File: src/uart_pkg.sv
package uart_pkg;

    // Frame format
    localparam int DATA_BITS  = 8;
    localparam int BIT_W      = $clog2(DATA_BITS);
    localparam int OS_TICKS   = 16;                  // Oversampling ticks per bit
    localparam int STOP_TICKS = 16;
    localparam int TICK_W     = $clog2((OS_TICKS > STOP_TICKS) ? OS_TICKS : STOP_TICKS);

    // Baud divisor
    localparam int DIV_WIDTH = 16;
    localparam logic [DIV_WIDTH-1:0] DIV_RESET = 16'd1;  // Tick every 2 clocks

    localparam int TX_FIFO_DEPTH = 8;
    localparam int RX_FIFO_DEPTH = 16;

    // Word addressed host register map
    localparam int WB_ADDR_WIDTH = 2;

    typedef enum logic [WB_ADDR_WIDTH-1:0] {
        ADDR_DATA    = 2'd0,
        ADDR_STATUS  = 2'd1,
        ADDR_DIVISOR = 2'd2
    } reg_addr_e;

    // Status register bits
    localparam int ST_TX_FULL   = 0;
    localparam int ST_TX_EMPTY  = 1;
    localparam int ST_RX_EMPTY  = 2;
    localparam int ST_RX_FULL   = 3;
    localparam int ST_OVERRUN   = 4;
    localparam int ST_FRAME_ERR = 5;

    typedef enum logic [1:0] {
        TX_IDLE, TX_START, TX_DATA, TX_STOP
    } tx_state_e;

    typedef enum logic [1:0] {
        RX_IDLE, RX_START, RX_DATA, RX_STOP
    } rx_state_e;

endpackage
File: src/uart_top.sv
`timescale 1ns/10ps

module uart_top (
    input  logic                              i_clk,
    input  logic                              i_reset,
    input  logic                              i_wb_cyc,
    input  logic                              i_wb_stb,
    input  logic                              i_wb_we,
    input  logic [uart_pkg::WB_ADDR_WIDTH-1:0] i_wb_adr,
    input  logic [uart_pkg::DATA_BITS-1:0]     i_wb_dat,
    output logic [uart_pkg::DATA_BITS-1:0]     o_wb_dat,
    output logic                              o_wb_ack,
    input  logic                              i_rx,
    output logic                              o_tx
);
    import uart_pkg::*;

    logic                 tick;
    logic [DIV_WIDTH-1:0] divisor;
    logic                 tx_push, tx_taken, tx_full, tx_empty;
    logic [DATA_BITS-1:0] tx_wdata, tx_head;
    logic                 rx_valid, frame_err;
    logic [DATA_BITS-1:0] rx_byte;
    logic                 rx_push, rx_pop, rx_full, rx_empty;
    logic [DATA_BITS-1:0] rx_wdata, rx_head;

    uart_wb_regs uart_wb_regs_i (
        .i_clk      (i_clk),      .i_reset    (i_reset),
        .i_wb_cyc   (i_wb_cyc),   .i_wb_stb   (i_wb_stb),
        .i_wb_we    (i_wb_we),    .i_wb_adr   (i_wb_adr),
        .i_wb_dat   (i_wb_dat),   .o_wb_dat   (o_wb_dat),
        .o_wb_ack   (o_wb_ack),   .o_tx_push  (tx_push),
        .o_tx_data  (tx_wdata),   .i_tx_full  (tx_full),
        .i_tx_empty (tx_empty),   .i_rx_valid (rx_valid),
        .i_rx_byte  (rx_byte),    .i_frame_err(frame_err),
        .o_rx_push  (rx_push),    .o_rx_wdata (rx_wdata),
        .o_rx_pop   (rx_pop),     .i_rx_head  (rx_head),
        .i_rx_empty (rx_empty),   .i_rx_full  (rx_full),
        .o_divisor  (divisor)
    );

    uart_fifo #(.DEPTH(TX_FIFO_DEPTH)) tx_fifo (
        .i_clk  (i_clk),   .i_reset(i_reset),
        .i_push (tx_push), .i_data (tx_wdata),
        .i_pop  (tx_taken), .o_data (tx_head),
        .o_empty(tx_empty), .o_full (tx_full)
    );

    uart_fifo #(.DEPTH(RX_FIFO_DEPTH)) rx_fifo (
        .i_clk  (i_clk),    .i_reset(i_reset),
        .i_push (rx_push),  .i_data (rx_wdata),
        .i_pop  (rx_pop),   .o_data (rx_head),
        .o_empty(rx_empty), .o_full (rx_full)
    );

    uart_baud_gen uart_baud_gen_i (
        .i_clk(i_clk), .i_reset(i_reset), .i_divisor(divisor), .o_tick(tick)
    );

    uart_transmitter uart_transmitter_i (
        .i_clk     (i_clk),     .i_reset   (i_reset),
        .i_tx_start(~tx_empty), .i_bd_tick (tick),     // Start on any queued byte
        .i_data    (tx_head),   .o_tx_taken(tx_taken),
        .o_tx_done (),          .o_tx      (o_tx)
    );

    uart_receiver uart_receiver_i (
        .i_clk     (i_clk),    .i_reset    (i_reset),
        .i_rx      (i_rx),     .i_bd_tick  (tick),
        .o_rx_valid(rx_valid), .o_rx_data  (rx_byte),
        .o_frame_err(frame_err)
    );

endmodule

File: src/uart_wb_regs.sv
`timescale 1ns/10ps

module uart_wb_regs (
    input  logic                              i_clk,
    input  logic                              i_reset,
    input  logic                              i_wb_cyc,
    input  logic                              i_wb_stb,
    input  logic                              i_wb_we,
    input  logic [uart_pkg::WB_ADDR_WIDTH-1:0] i_wb_adr,
    input  logic [uart_pkg::DATA_BITS-1:0]     i_wb_dat,
    output logic [uart_pkg::DATA_BITS-1:0]     o_wb_dat,
    output logic                              o_wb_ack,
    output logic                              o_tx_push,
    output logic [uart_pkg::DATA_BITS-1:0]     o_tx_data,
    input  logic                              i_tx_full,
    input  logic                              i_tx_empty,
    input  logic                              i_rx_valid,
    input  logic [uart_pkg::DATA_BITS-1:0]     i_rx_byte,
    input  logic                              i_frame_err,
    output logic                              o_rx_push,
    output logic [uart_pkg::DATA_BITS-1:0]     o_rx_wdata,
    output logic                              o_rx_pop,
    input  logic [uart_pkg::DATA_BITS-1:0]     i_rx_head,
    input  logic                              i_rx_empty,
    input  logic                              i_rx_full,
    output logic [uart_pkg::DIV_WIDTH-1:0]     o_divisor
);
    import uart_pkg::*;

    reg_addr_e            addr;
    logic                 wr_ack, rd_ack;     // One access strobe per transfer
    logic                 overrun, frame_err; // Sticky until status read
    logic [DATA_BITS-1:0] status;

    assign addr   = reg_addr_e'(i_wb_adr);
    assign wr_ack = o_wb_ack && i_wb_we;
    assign rd_ack = o_wb_ack && !i_wb_we;

    always_ff @(posedge i_clk) begin
        if (i_reset) begin
            o_wb_ack  <= 1'b0;
            o_divisor <= DIV_RESET;
            overrun   <= 1'b0;
            frame_err <= 1'b0;
        end else begin
            o_wb_ack <= i_wb_cyc && i_wb_stb && !o_wb_ack;  // Single-cycle ack
            if (wr_ack && addr == ADDR_DIVISOR) begin
                o_divisor <= DIV_WIDTH'(i_wb_dat);           // High byte cleared
            end
            if (rd_ack && addr == ADDR_STATUS) begin
                overrun   <= 1'b0;
                frame_err <= 1'b0;
            end
            // A new event wins over a clearing read
            if (i_rx_valid && i_rx_full) begin
                overrun <= 1'b1;
            end
            if (i_rx_valid && i_frame_err) begin
                frame_err <= 1'b1;
            end
        end
    end

    // The FIFOs drop a push when full
    assign o_tx_push  = wr_ack && (addr == ADDR_DATA);
    assign o_tx_data  = i_wb_dat;
    assign o_rx_push  = i_rx_valid;
    assign o_rx_wdata = i_rx_byte;
    assign o_rx_pop   = rd_ack && (addr == ADDR_DATA);

    always_comb begin
        status               = '0;
        status[ST_TX_FULL]   = i_tx_full;
        status[ST_TX_EMPTY]  = i_tx_empty;
        status[ST_RX_EMPTY]  = i_rx_empty;
        status[ST_RX_FULL]   = i_rx_full;
        status[ST_OVERRUN]   = overrun;
        status[ST_FRAME_ERR] = frame_err;
    end

    // Read data is valid during ack
    always_comb begin
        case (addr)
            ADDR_DATA:    o_wb_dat = i_rx_empty ? '0 : i_rx_head;
            ADDR_STATUS:  o_wb_dat = status;
            ADDR_DIVISOR: o_wb_dat = o_divisor[DATA_BITS-1:0];
            default:      o_wb_dat = '0;
        endcase
    end

endmodule

File: src/uart_receiver.sv
`timescale 1ns/10ps

module uart_receiver (
    input  logic                          i_clk,
    input  logic                          i_reset,
    input  logic                          i_rx,
    input  logic                          i_bd_tick,
    output logic                          o_rx_valid,
    output logic [uart_pkg::DATA_BITS-1:0] o_rx_data,
    output logic                          o_frame_err
);
    import uart_pkg::*;

    logic                 rx_meta, rx_sync, rx_prev;
    logic                 rx_fall;
    rx_state_e            state, next_state;
    logic [TICK_W-1:0]    tick_cnt, next_tick_cnt;
    logic [BIT_W-1:0]     bit_cnt, next_bit_cnt;
    logic [DATA_BITS-1:0] shift_reg, next_shift_reg;

    // Two-flop synchronizer plus one stage for edge detect
    always_ff @(posedge i_clk) begin
        if (i_reset) begin
            rx_meta <= 1'b1;
            rx_sync <= 1'b1;
            rx_prev <= 1'b1;
        end else begin
            rx_meta <= i_rx;
            rx_sync <= rx_meta;
            rx_prev <= rx_sync;
        end
    end

    assign rx_fall = rx_prev && !rx_sync;

    always_ff @(posedge i_clk) begin
        if (i_reset) begin
            state    <= RX_IDLE;
            tick_cnt <= '0;
            bit_cnt  <= '0;
        end else begin
            state    <= next_state;
            tick_cnt <= next_tick_cnt;
            bit_cnt  <= next_bit_cnt;
        end
    end

    always_ff @(posedge i_clk) begin
        shift_reg <= next_shift_reg;
    end

    always_comb begin
        next_state     = state;
        next_tick_cnt  = tick_cnt;
        next_bit_cnt   = bit_cnt;
        next_shift_reg = shift_reg;
        o_rx_valid     = 1'b0;
        o_frame_err    = 1'b0;

        case (state)
            RX_IDLE: begin
                if (rx_fall) begin
                    next_state    = RX_START;
                    next_tick_cnt = '0;
                end
            end
            RX_START: begin
                if (i_bd_tick) begin
                    if (tick_cnt == OS_TICKS/2 - 1) begin
                        // High at mid start bit means a glitch
                        next_state    = rx_sync ? RX_IDLE : RX_DATA;
                        next_tick_cnt = '0;
                        next_bit_cnt  = '0;
                    end else begin
                        next_tick_cnt = tick_cnt + 1'b1;
                    end
                end
            end
            RX_DATA: begin
                if (i_bd_tick) begin
                    if (tick_cnt == OS_TICKS-1) begin
                        next_tick_cnt  = '0;
                        next_shift_reg = {rx_sync, shift_reg[DATA_BITS-1:1]};
                        if (bit_cnt == BIT_W'(DATA_BITS-1)) begin
                            next_state = RX_STOP;
                        end else begin
                            next_bit_cnt = bit_cnt + 1'b1;
                        end
                    end else begin
                        next_tick_cnt = tick_cnt + 1'b1;
                    end
                end
            end
            RX_STOP: begin
                if (i_bd_tick) begin
                    if (tick_cnt == OS_TICKS-1) begin  // Mid stop bit
                        next_state  = RX_IDLE;
                        o_rx_valid  = 1'b1;
                        o_frame_err = !rx_sync;
                    end else begin
                        next_tick_cnt = tick_cnt + 1'b1;
                    end
                end
            end
            default: next_state = RX_IDLE;
        endcase
    end

    assign o_rx_data = shift_reg;

endmodule

File: src/uart_transmitter.sv
`timescale 1ns/10ps

module uart_transmitter (
    input  logic                          i_clk,
    input  logic                          i_reset,
    input  logic                          i_tx_start,
    input  logic                          i_bd_tick,
    input  logic [uart_pkg::DATA_BITS-1:0] i_data,
    output logic                          o_tx_taken,
    output logic                          o_tx_done,
    output logic                          o_tx
);
    import uart_pkg::*;

    tx_state_e            state, next_state;
    logic [TICK_W-1:0]    tick_cnt, next_tick_cnt;   // Ticks within current bit
    logic [BIT_W-1:0]     bit_cnt, next_bit_cnt;     // Data bit index
    logic [DATA_BITS-1:0] shift_reg, next_shift_reg;
    logic                 tx_reg, next_tx_reg;

    always_ff @(posedge i_clk) begin
        if (i_reset) begin
            state    <= TX_IDLE;
            tick_cnt <= '0;
            bit_cnt  <= '0;
            tx_reg   <= 1'b1;                      // Line idles high
        end else begin
            state    <= next_state;
            tick_cnt <= next_tick_cnt;
            bit_cnt  <= next_bit_cnt;
            tx_reg   <= next_tx_reg;
        end
    end

    always_ff @(posedge i_clk) begin
        shift_reg <= next_shift_reg;
    end

    always_comb begin
        next_state     = state;
        next_tick_cnt  = tick_cnt;
        next_bit_cnt   = bit_cnt;
        next_shift_reg = shift_reg;
        next_tx_reg    = tx_reg;
        o_tx_taken     = 1'b0;
        o_tx_done      = 1'b0;

        case (state)
            TX_IDLE: begin
                next_tx_reg = 1'b1;
                if (i_tx_start) begin
                    next_state     = TX_START;
                    next_tick_cnt  = '0;
                    next_shift_reg = i_data;       // Same edge as the FIFO pop
                    next_tx_reg    = 1'b0;         // Start bit goes out at once
                    o_tx_taken     = 1'b1;
                end
            end
            TX_START: begin
                if (i_bd_tick) begin
                    if (tick_cnt == OS_TICKS-1) begin
                        next_state    = TX_DATA;
                        next_tick_cnt = '0;
                        next_bit_cnt  = '0;
                        next_tx_reg   = shift_reg[0];
                    end else begin
                        next_tick_cnt = tick_cnt + 1'b1;
                    end
                end
            end
            TX_DATA: begin
                if (i_bd_tick) begin
                    if (tick_cnt == OS_TICKS-1) begin
                        next_tick_cnt  = '0;
                        next_shift_reg = shift_reg >> 1;
                        if (bit_cnt == BIT_W'(DATA_BITS-1)) begin
                            next_state  = TX_STOP;
                            next_tx_reg = 1'b1;
                        end else begin
                            next_bit_cnt = bit_cnt + 1'b1;
                            next_tx_reg  = shift_reg[1];  // LSB first
                        end
                    end else begin
                        next_tick_cnt = tick_cnt + 1'b1;
                    end
                end
            end
            TX_STOP: begin
                if (i_bd_tick) begin
                    if (tick_cnt == STOP_TICKS-1) begin
                        next_state = TX_IDLE;
                        o_tx_done  = 1'b1;
                    end else begin
                        next_tick_cnt = tick_cnt + 1'b1;
                    end
                end
            end
            default: next_state = TX_IDLE;
        endcase
    end

    assign o_tx = tx_reg;

endmodule

File: src/uart_fifo.sv
`timescale 1ns/10ps

module uart_fifo #(
    parameter int DEPTH = 8
) (
    input  logic                          i_clk,
    input  logic                          i_reset,
    input  logic                          i_push,
    input  logic [uart_pkg::DATA_BITS-1:0] i_data,
    input  logic                          i_pop,
    output logic [uart_pkg::DATA_BITS-1:0] o_data,
    output logic                          o_empty,
    output logic                          o_full
);
    import uart_pkg::*;

    logic [DATA_BITS-1:0]       mem [DEPTH];
    logic [$clog2(DEPTH)-1:0]   wr_ptr;
    logic [$clog2(DEPTH)-1:0]   rd_ptr;
    logic [$clog2(DEPTH+1)-1:0] count;
    logic                       do_push;
    logic                       do_pop;

    assign do_push = i_push && !o_full;           // Push into a full FIFO is lost
    assign do_pop  = i_pop && !o_empty;

    always_ff @(posedge i_clk) begin
        if (i_reset) begin
            wr_ptr <= '0;
            rd_ptr <= '0;
            count  <= '0;
        end else begin
            if (do_push) begin
                wr_ptr <= (wr_ptr == DEPTH-1) ? '0 : wr_ptr + 1'b1;
            end
            if (do_pop) begin
                rd_ptr <= (rd_ptr == DEPTH-1) ? '0 : rd_ptr + 1'b1;
            end
            case ({do_push, do_pop})
                2'b10:   count <= count + 1'b1;
                2'b01:   count <= count - 1'b1;
                default: count <= count;           // Both or neither
            endcase
        end
    end

    always_ff @(posedge i_clk) begin
        if (do_push) begin
            mem[wr_ptr] <= i_data;
        end
    end

    assign o_data  = mem[rd_ptr];                 // First-word fall-through
    assign o_empty = (count == '0);
    assign o_full  = (count == DEPTH);

endmodule

File: src/uart_baud_gen.sv
`timescale 1ns/10ps

module uart_baud_gen (
    input  logic                          i_clk,
    input  logic                          i_reset,
    input  logic [uart_pkg::DIV_WIDTH-1:0] i_divisor,
    output logic                          o_tick
);
    import uart_pkg::*;

    logic [DIV_WIDTH-1:0] count;                  // Clocks left until next tick

    // One tick every i_divisor+1 clocks
    always_ff @(posedge i_clk) begin
        if (i_reset) begin
            count  <= '0;
            o_tick <= 1'b0;
        end else if (count == '0) begin
            count  <= i_divisor;                   // New divisor picked up here
            o_tick <= 1'b1;
        end else begin
            count  <= count - 1'b1;
            o_tick <= 1'b0;
        end
    end

endmodule

File: config.mk
export PLATFORM = sky130hd
export DESIGN_NAME = uart_top
export DESIGN_NICKNAME = d
export VERILOG_FILES = /design/src/uart_pkg.sv /design/src/uart_top.sv /design/src/uart_wb_regs.sv /design/src/uart_receiver.sv /design/src/uart_transmitter.sv /design/src/uart_fifo.sv /design/src/uart_baud_gen.sv
export SDC_FILE = /design/constraint.sdc
export NUM_CORES = 1
export LEC_CHECK = 0
export BUFFER_PORTS_ARGS = -buffer_cell sky130_fd_sc_hd__buf_2
export CAP_MARGIN = 10
export CORE_MARGIN = 5
export CORE_UTILIZATION = 66
export CTS_CLUSTER_DIAMETER = 30
export DETAILED_ROUTE_END_ITERATION = 8
export MAX_ROUTING_LAYER = met4
export PLACE_DENSITY = 0.83
export SETUP_SLACK_MARGIN = 0.02
export SYNTH_ARGS = -nofsm -noshare
export SYNTH_HDL_FRONTEND = slang
export SYNTH_SLANG_ARGS = --single-unit
File: constraint.sdc
create_clock -name i_clk -period 4.71 [get_ports i_clk]
set_clock_uncertainty 0.15 [all_clocks]
set_input_delay 0 -clock i_clk [delete_from_list [all_inputs] [get_ports i_clk]]
set_output_delay 0 -clock i_clk [all_outputs]
set_load 0.1 [all_outputs]
==> results of run 1 <==
## synthesized netlist by cell type (5+ instances only)
cell | count | area (sq um)
inv_1 | 19 | 71.32
clkbuf_1 | 26 | 97.59
nand2b_1 | 9 | 56.30
a22oi_1 | 11 | 82.58
nor2b_1 | 11 | 68.82
and3_1 | 10 | 62.56
mux4_2 | 48 | 1081
buf_2 | 6 | 30.03
xnor2_1 | 10 | 87.58
nand3_1 | 18 | 90.09
a21oi_1 | 44 | 220.2
nor2_1 | 69 | 259.0
or2_2 | 5 | 31.28
mux2i_1 | 17 | 170.2
nor3_1 | 21 | 105.1
o21ai_0 | 12 | 60.06
xor2_1 | 11 | 96.34
edfxtp_1 | 208 | 6246
o21ai_1 | 23 | 115.1
buf_1 | 5 | 18.77
dfxtp_1 | 80 | 1602
ha_1 | 28 | 350.3
nand2_1 | 80 | 300.3
or3_1 | 7 | 43.79
## power by group through the flow
stage          registers, mW  logic [mW]  clock network, mW
5_1_grt                 2.98        1.14               3.33
3_3_place_gp            3.03       0.877                  0
2_1_floorplan           2.99       0.784                  0
6_report                2.97        1.04               3.17
4_1_cts                 2.99       0.974               3.20
3_5_place_dp            3.04       0.939                  0
## how the worst min path moves through the flow
stage	from	endpoint	slack, ns	depth (start not counted)
after global placement	i_rx	uart_receiver_i.rx_meta	0.03	2
final	i_rx	uart_receiver_i.rx_meta	0.04	3
after detailed placement	i_rx	uart_receiver_i.rx_meta	0.04	2
after global routing	i_rx	uart_receiver_i.rx_meta	0.09	3
after CTS	i_rx	uart_receiver_i.rx_meta	0.04	3
after floorplan	i_wb_dat[0]	tx_fifo.mem[0][0]	-0.05	0
## cells by family after synthesis
group	share of synthesized area (%)
flip-flops	65.68
buffers and inverters	1.948
adder cells (fa/ha/maj)	3.100
multiplexers	10.57
AO/OA/AOI/OAI	6.492
XOR/XNOR	1.539
AND/OR/NAND/NOR	10.68
## layer usage
metal | vias up | global-route usage, % | part of all wire [%] | wire [um]
met5 | - | - | 0 | 0
met4 | 0 | 13.16 | 4.7 | 1292
met3 | 103 | 4.365 | 5.9 | 1635
met2 | 336 | 50.06 | 54 | 14850
met1 | 3708 | 31.72 | 36 | 9966
li1 | 3330 | - | - | -
## cell usage in the layout (no fill, tap or decap), types with 12 or more instances in the layout
master	count
nand3_1	18
ha_1	28
nor2_1	69
dfxtp_1	79
edfxtp_1	208
mux4_2	48
mux2i_1	17
buf_2	25
nor3_1	21
nand2_1	80
inv_1	19
dlygate4sd3_1	16
clkbuf_16	42
a21oi_1	44
o21ai_1	23
o21ai_0	12
## worst min-delay path: cells and delay by family
| kind | cells | cell delay (ns) |
|---|---|---|
| buffers and inverters | 2 | 0.61 |
| and+or+nand+nor | 1 | 0.08 |
## stage by stage
stage,power [mW],cell area (sq um)
3_3_place_gp,3.907,12280
2_1_floorplan,3.769,11950
3_5_place_dp,3.979,12280
4_1_cts,7.164,13890
5_1_grt,7.449,13920
6_report,7.186,13920
## what timing repair did
item	CTS	global route
hold buffers	16	0
setup endpoints to repair	0	0
endpoints found under the hold margin	112	0
resized for setup	0	0
buffers inserted	0	0
## layout make-up
cell class / instances / area, sq um / area share (%)
tap: 229 / 286.5 / 2.058
inverter: 19 / 71.32 / 0.5123
timing repair buffer: 54 / 402.9 / 2.894
clock buffer: 45 / 1072 / 7.702
multi-input combinational: 501 / 3869 / 27.79
clock inverter: 29 / 371.6 / 2.669
sequential: 288 / 7849 / 56.38
==> flow_metrics.tcl, run 1 <==
set metrics [dict create \
    place_inst 1073 \
    irDropWorstVdd_mv 0.5331 \
    pwr-share-clk_pct 44.2 \
    die_y_um 144.6 \
    seq_power_share_pct 41.3 \
    synth_edf_count 208 \
    rows 49 \
    synth_seq_cells 288 \
    syn-num-nets 891 \
    postLayoutSetupSlackWorst_ns 1.388 \
    routed_wl_um 27740 \
    floorplan.die.width_um 144.6 \
    finalSetupViolCount 0 \
    status "finished clean" \
    fin_hold_ws_ns 0.04300 \
    place_ws_ns 1.369 \
    nNetsFinal 950 \
    fillers 1012 \
    start_kind "flop" \
    drv_cap 0 \
    crit_slowest_cell "dfxtp_1" \
    yosysWarnings 0 \
    drtPass1Iterations 5 \
    reg_top3 "rx_fifo.mem x128, tx_fifo.mem x64, uart_baud_gen_i.count x16" \
    antenna_left 0 \
    worstPathArrival_ns 3.17 \
    htree_num_levels 2 \
    worst_pin_slew_ns 1.222 \
    first_iter_violations 826 \
    grt_pass1_wl_um 42860 \
    switchingPower_mw 1.905 \
    reg2reg_to "rx_fifo.count[4]" \
    die_area_sq_um 20890 \
    avgViaCountPerCell 6.418 \
    hp-class "in -> reg" \
    fin_util_pct 77.77 \
    hold_violations 0 \
    root_buffer "clkbuf_16" \
    cp_max_fo 23 \
    slew_headroom_pct 17.93 \
    finalCritPeriodShare_pct 70.52 \
    max_freq_ghz 0.3011 \
    ys.flop_type "edfxtp_1" \
    synthArstFlopShare_pct 0 \
    cts_tree "yes" \
    largest_register_ffs 128 \
    vias 7477 \
    comb_power_share_pct 14.5 \
    grt_pass1_vias 7736 \
    synth_cells 846 \
    avgRoutedWirePerCell_um 23.81 \
    rsz0062_at_grt "no" \
    ys_seq_area_share_pct 65.68 \
    period_minus_slack_ns 3.322 \
    path_cells "mux4_2 -> nand3_1 -> a31oi_1 -> a221o_1 -> buf_2" \
    largest_register "rx_fifo.mem" \
    core_area_sq_um 17900 \
    pwr_density_cell_nw_per_um2 516.2 \
    overflow 0 \
    diodes 0 \
    worstSetupEndpointType "output port" \
    crit_end "o_wb_dat[2]" \
    numCtsBuffers 41 \
    critPathTopFamily "flip-flops" \
    required_ns 4.56 \
    synth_area_sq_um 11950 \
    initial_core_util_pct 66.75 \
    cts.sinks 288 \
    clockBufferDepth 3 \
    grt_max_degree 58 \
    clkSlewWorstSetupHoldPaths_ns 0.06 \
    dp_hpwl_um 16140 \
    io_buffers 25 \
    drv_slew 0 \
    crit_type "reg -> out" \
    fin_setup_tns_ns 0 \
    netlist-cell-type-count 61 \
    rr_startpoint "rx_fifo.count[0]" \
    max_stage_delay_ns 1.11 \
    crit_buf_inv 1 \
    intPower_mw 5.281 \
    clkLatencyLatePin_ns 0.53 \
    top_level_ports 26 \
    final_cell_count_no_fill 1165 \
    reg2reg_slack_ns 1.40 \
    drive_gt1_share_pct 18.38 \
    reg2reg_depth 12 \
    area_growth_pct 16.51 \
    routabilityCongestion 0.9146 \
    p_leak_nw 4.712 \
    antenna_found_initial 0 \
    syn_area_per_cell_sq_um 14.12 \
    path_depth 5 \
    grtUsageTotal_pct 28.36 \
    swShare_pct 26.51 \
    drc 0 \
]
(Power assumes the default switching activity.)
==> run 2: changes to the inputs <==
--- a/config.mk
+++ b/config.mk
@@ -5,14 +5,15 @@
 export SDC_FILE = /design/constraint.sdc
 export NUM_CORES = 1
 export LEC_CHECK = 0
+export ABC_AREA = 1
 export BUFFER_PORTS_ARGS = -buffer_cell sky130_fd_sc_hd__buf_2
 export CAP_MARGIN = 10
 export CORE_MARGIN = 5
-export CORE_UTILIZATION = 66
+export CORE_UTILIZATION = 62
 export CTS_CLUSTER_DIAMETER = 30
 export DETAILED_ROUTE_END_ITERATION = 8
 export MAX_ROUTING_LAYER = met4
-export PLACE_DENSITY = 0.83
+export PLACE_DENSITY = 0.79
 export SETUP_SLACK_MARGIN = 0.02
 export SYNTH_ARGS = -nofsm -noshare
 export SYNTH_HDL_FRONTEND = slang
==> constraint.sdc (replaced) <==
create_clock -name i_clk -period 3.2 [get_ports i_clk]
set_clock_uncertainty 0.15 [all_clocks]
set_input_delay 0 -clock i_clk [delete_from_list [all_inputs] [get_ports i_clk]]
set_output_delay 0 -clock i_clk [all_outputs]
set_load 0.1 [all_outputs]
==> flow_metrics.tcl, run 2 <==
set metrics [dict create \
    clockBufferDepth 3 \
    drv_slew 0 \
    p_leak_nw 5.629 \
    drc 0 \
    numCtsBuffers 46 \
    path_cells "inv_4 -> nor2_1 -> o21ai_0 -> nand3_1 -> nand3_1 -> nand2_1 -> nand2_1 -> nand2_1 -> buf_2" \
    irDropWorstVdd_mv 0.5875 \
    avgRoutedWirePerCell_um 17.97 \
    crit_slowest_cell "dfxtp_1" \
    netlist-cell-type-count 41 \
    max_stage_delay_ns 0.55 \
    rsz0062_at_grt "no" \
    htree_num_levels 2 \
    place_inst 1511 \
    path_depth 9 \
    cts.sinks 288 \
    reg_top3 "rx_fifo.mem x128, tx_fifo.mem x64, uart_baud_gen_i.count x16" \
    avgViaCountPerCell 5.735 \
    required_ns 3.05 \
    synth_commonest_cells "225 x nand2_1, 208 x edfxtp_1, 177 x nor2_1" \
    crit_top_cell "nand2_1" \
    die_y_um 152.1 \
    pwr_density_cell_nw_per_um2 782.3 \
    min_from "i_wb_dat[5]" \
    drive_gt1_share_pct 11.62 \
    start_kind "flop" \
    period_minus_slack_ns 2.869 \
    floorplan.die.width_um 152.1 \
    diodes 0 \
    hp-class "in -> reg" \
    ys.flop_type "edfxtp_1" \
    largest_register_ffs 128 \
    clkSlewWorstSetupHoldPaths_ns 0.06 \
    fin_hold_ws_ns 0.1608 \
    hold_path_depth 2 \
    hold_violations 0 \
    top_level_ports 26 \
    synth_edf_count 208 \
    nNetsFinal 1352 \
    initial_core_util_pct 62.50 \
    synth_area_leaders "edfxtp_1 50%, dfxtp_1 13%, nand2_1 6.7%" \
    routed_wl_um 28990 \
    largest_register "rx_fifo.mem" \
    reg2reg_slack_ns 0.55 \
    fillers 1345 \
    worstPathArrival_ns 2.72 \
    slew_headroom_pct 39.34 \
    antenna_found_initial 0 \
    clkLatencyLatePin_ns 0.54 \
    first_iter_violations 854 \
    rows 52 \
    synth_area_sq_um 12520 \
    antenna_left 0 \
    yosysTopAreaCellShare_pct 49.87 \
    vias 9250 \
    area_growth_pct 17.27 \
    syn_area_per_cell_sq_um 10.08 \
    rr_startpoint "rx_fifo.count[0]" \
    finalSetupViolCount 0 \
    finalPower_mw 11.49 \
    cts_tree "yes" \
    postLayoutSetupSlackWorst_ns 0.3311 \
    grt_max_degree 58 \
    crit_type "reg -> out" \
    crit_buf_inv 2 \
    synthArstFlopShare_pct 0 \
    place_ws_ns 0.6009 \
    netlist.top_cell.by_area "edfxtp_1" \
    drv_cap 0 \
    worst_pin_slew_ns 0.9065 \
    grt_pass1_wl_um 46020 \
    fin_setup_tns_ns 0 \
    reg2reg_depth 17 \
    final_cell_count_no_fill 1613 \
    syn-num-nets 1288 \
    cp_max_fo 56 \
    core_area_sq_um 20040 \
    max_freq_ghz 0.3486 \
    routabilityCongestion 0.8958 \
    grtUsageTotal_pct 25.42 \
    io_buffers 25 \
    root_buffer "clkbuf_16" \
    yosysMostFrequentCell "nand2_1" \
    yosysWarnings 0 \
    finalCritPeriodShare_pct 89.65 \
    dp_hpwl_um 17290 \
    grt_pass1_vias 9023 \
    die_area_sq_um 23140 \
    ys_seq_area_share_pct 62.66 \
    status "finished clean" \
    mostFrequentLayoutCell "nand2_1" \
    layout_common_cells "225 x nand2_1, 208 x edfxtp_1, 177 x nor2_1" \
    overflow 0 \
    worstSetupEndpointType "output port" \
    critPathTopFamily "simple AND/OR/NAND/NOR gates" \
    drtPass1Iterations 9 \
    synth_cells 1243 \
    synth_seq_cells 288 \
]
-- run 2: cell count changes in the layout (fill, tap and decap cells not counted), moves of 13 or more --
cell / delta
mux2i_1: -17
nor3_1: -14
nor2_1: +108
o21ai_0: +90
inv_1: +84
nand2_1: +145
o211ai_1: +32
mux4_2: -48
a21oi_1: +13
nand3_1: +77
o21ai_1: -23
-- run 2: metal layers --
metal,vias up,GRT usage [%],wire length (um)
met2,417,43.08,14840
met3,78,4.061,1910
met4,0,11.04,1164
li1,4394,-,-
met1,4361,30.31,11070
met5,-,-,0
-- run 2: worst paths after layout --
| check | end |
|---|---|
| worst max-delay path | o_wb_dat[5] |
| worst min-delay path | tx_fifo.mem[5][5] |
| worst max register to register | rx_fifo.count[4] |
| worst min register to register | uart_receiver_i.o_rx_data[7] |
-- run 2: cell type report --
| class | instances | area [sq um] | area share (%) |
|---|---|---|---|
| timing repair buffer | 61 | 452.9 | 3.084 |
| inverter | 113 | 434.2 | 2.956 |
| tap | 270 | 337.8 | 2.300 |
| clock inverter | 34 | 430.4 | 2.930 |
| clock buffer | 50 | 1166 | 7.939 |
| multi-input combinational | 797 | 4015 | 27.34 |
| sequential | 288 | 7851 | 53.45 |
-- run 2: kinds of logic (layout without fill, tap and decap cells) --
family / after synthesis / in the layout / share of synthesized area (%)
simple gates: 537 / 537 / 18.21
fa+ha+maj: 29 / 29 / 2.957
flops: 288 / 288 / 62.66
buf+inv: 158 / 258 / 5.285
xor+xnor: 17 / 17 / 1.189
compound gates: 214 / 214 / 9.700
-- run 2: through the flow --
step / cell area [sq um] / util (%)
final: 14690 / 73.30
after global routing: 14690 / 73.30
after detailed placement: 12900 / 64.39
after floorplan: 12520 / -
after CTS: 14680 / 73.26
after global placement: 12900 / 64.39
-- run 2: report_power, final --
part	leakage (nW)	internal [mW]	switching, mW
registers	2.53	4.23	0.184
clock network	0.757	3.25	1.80
logic	2.35	0.676	1.35
-- run 2: timing repair --
action | in CTS | in global routing
hold buffers | 18 | 0
setup endpoints to repair | 0 | 5
setup buffers | 0 | 0
gates resized for setup | 0 | 5
hold endpoints to repair | 120 | 0
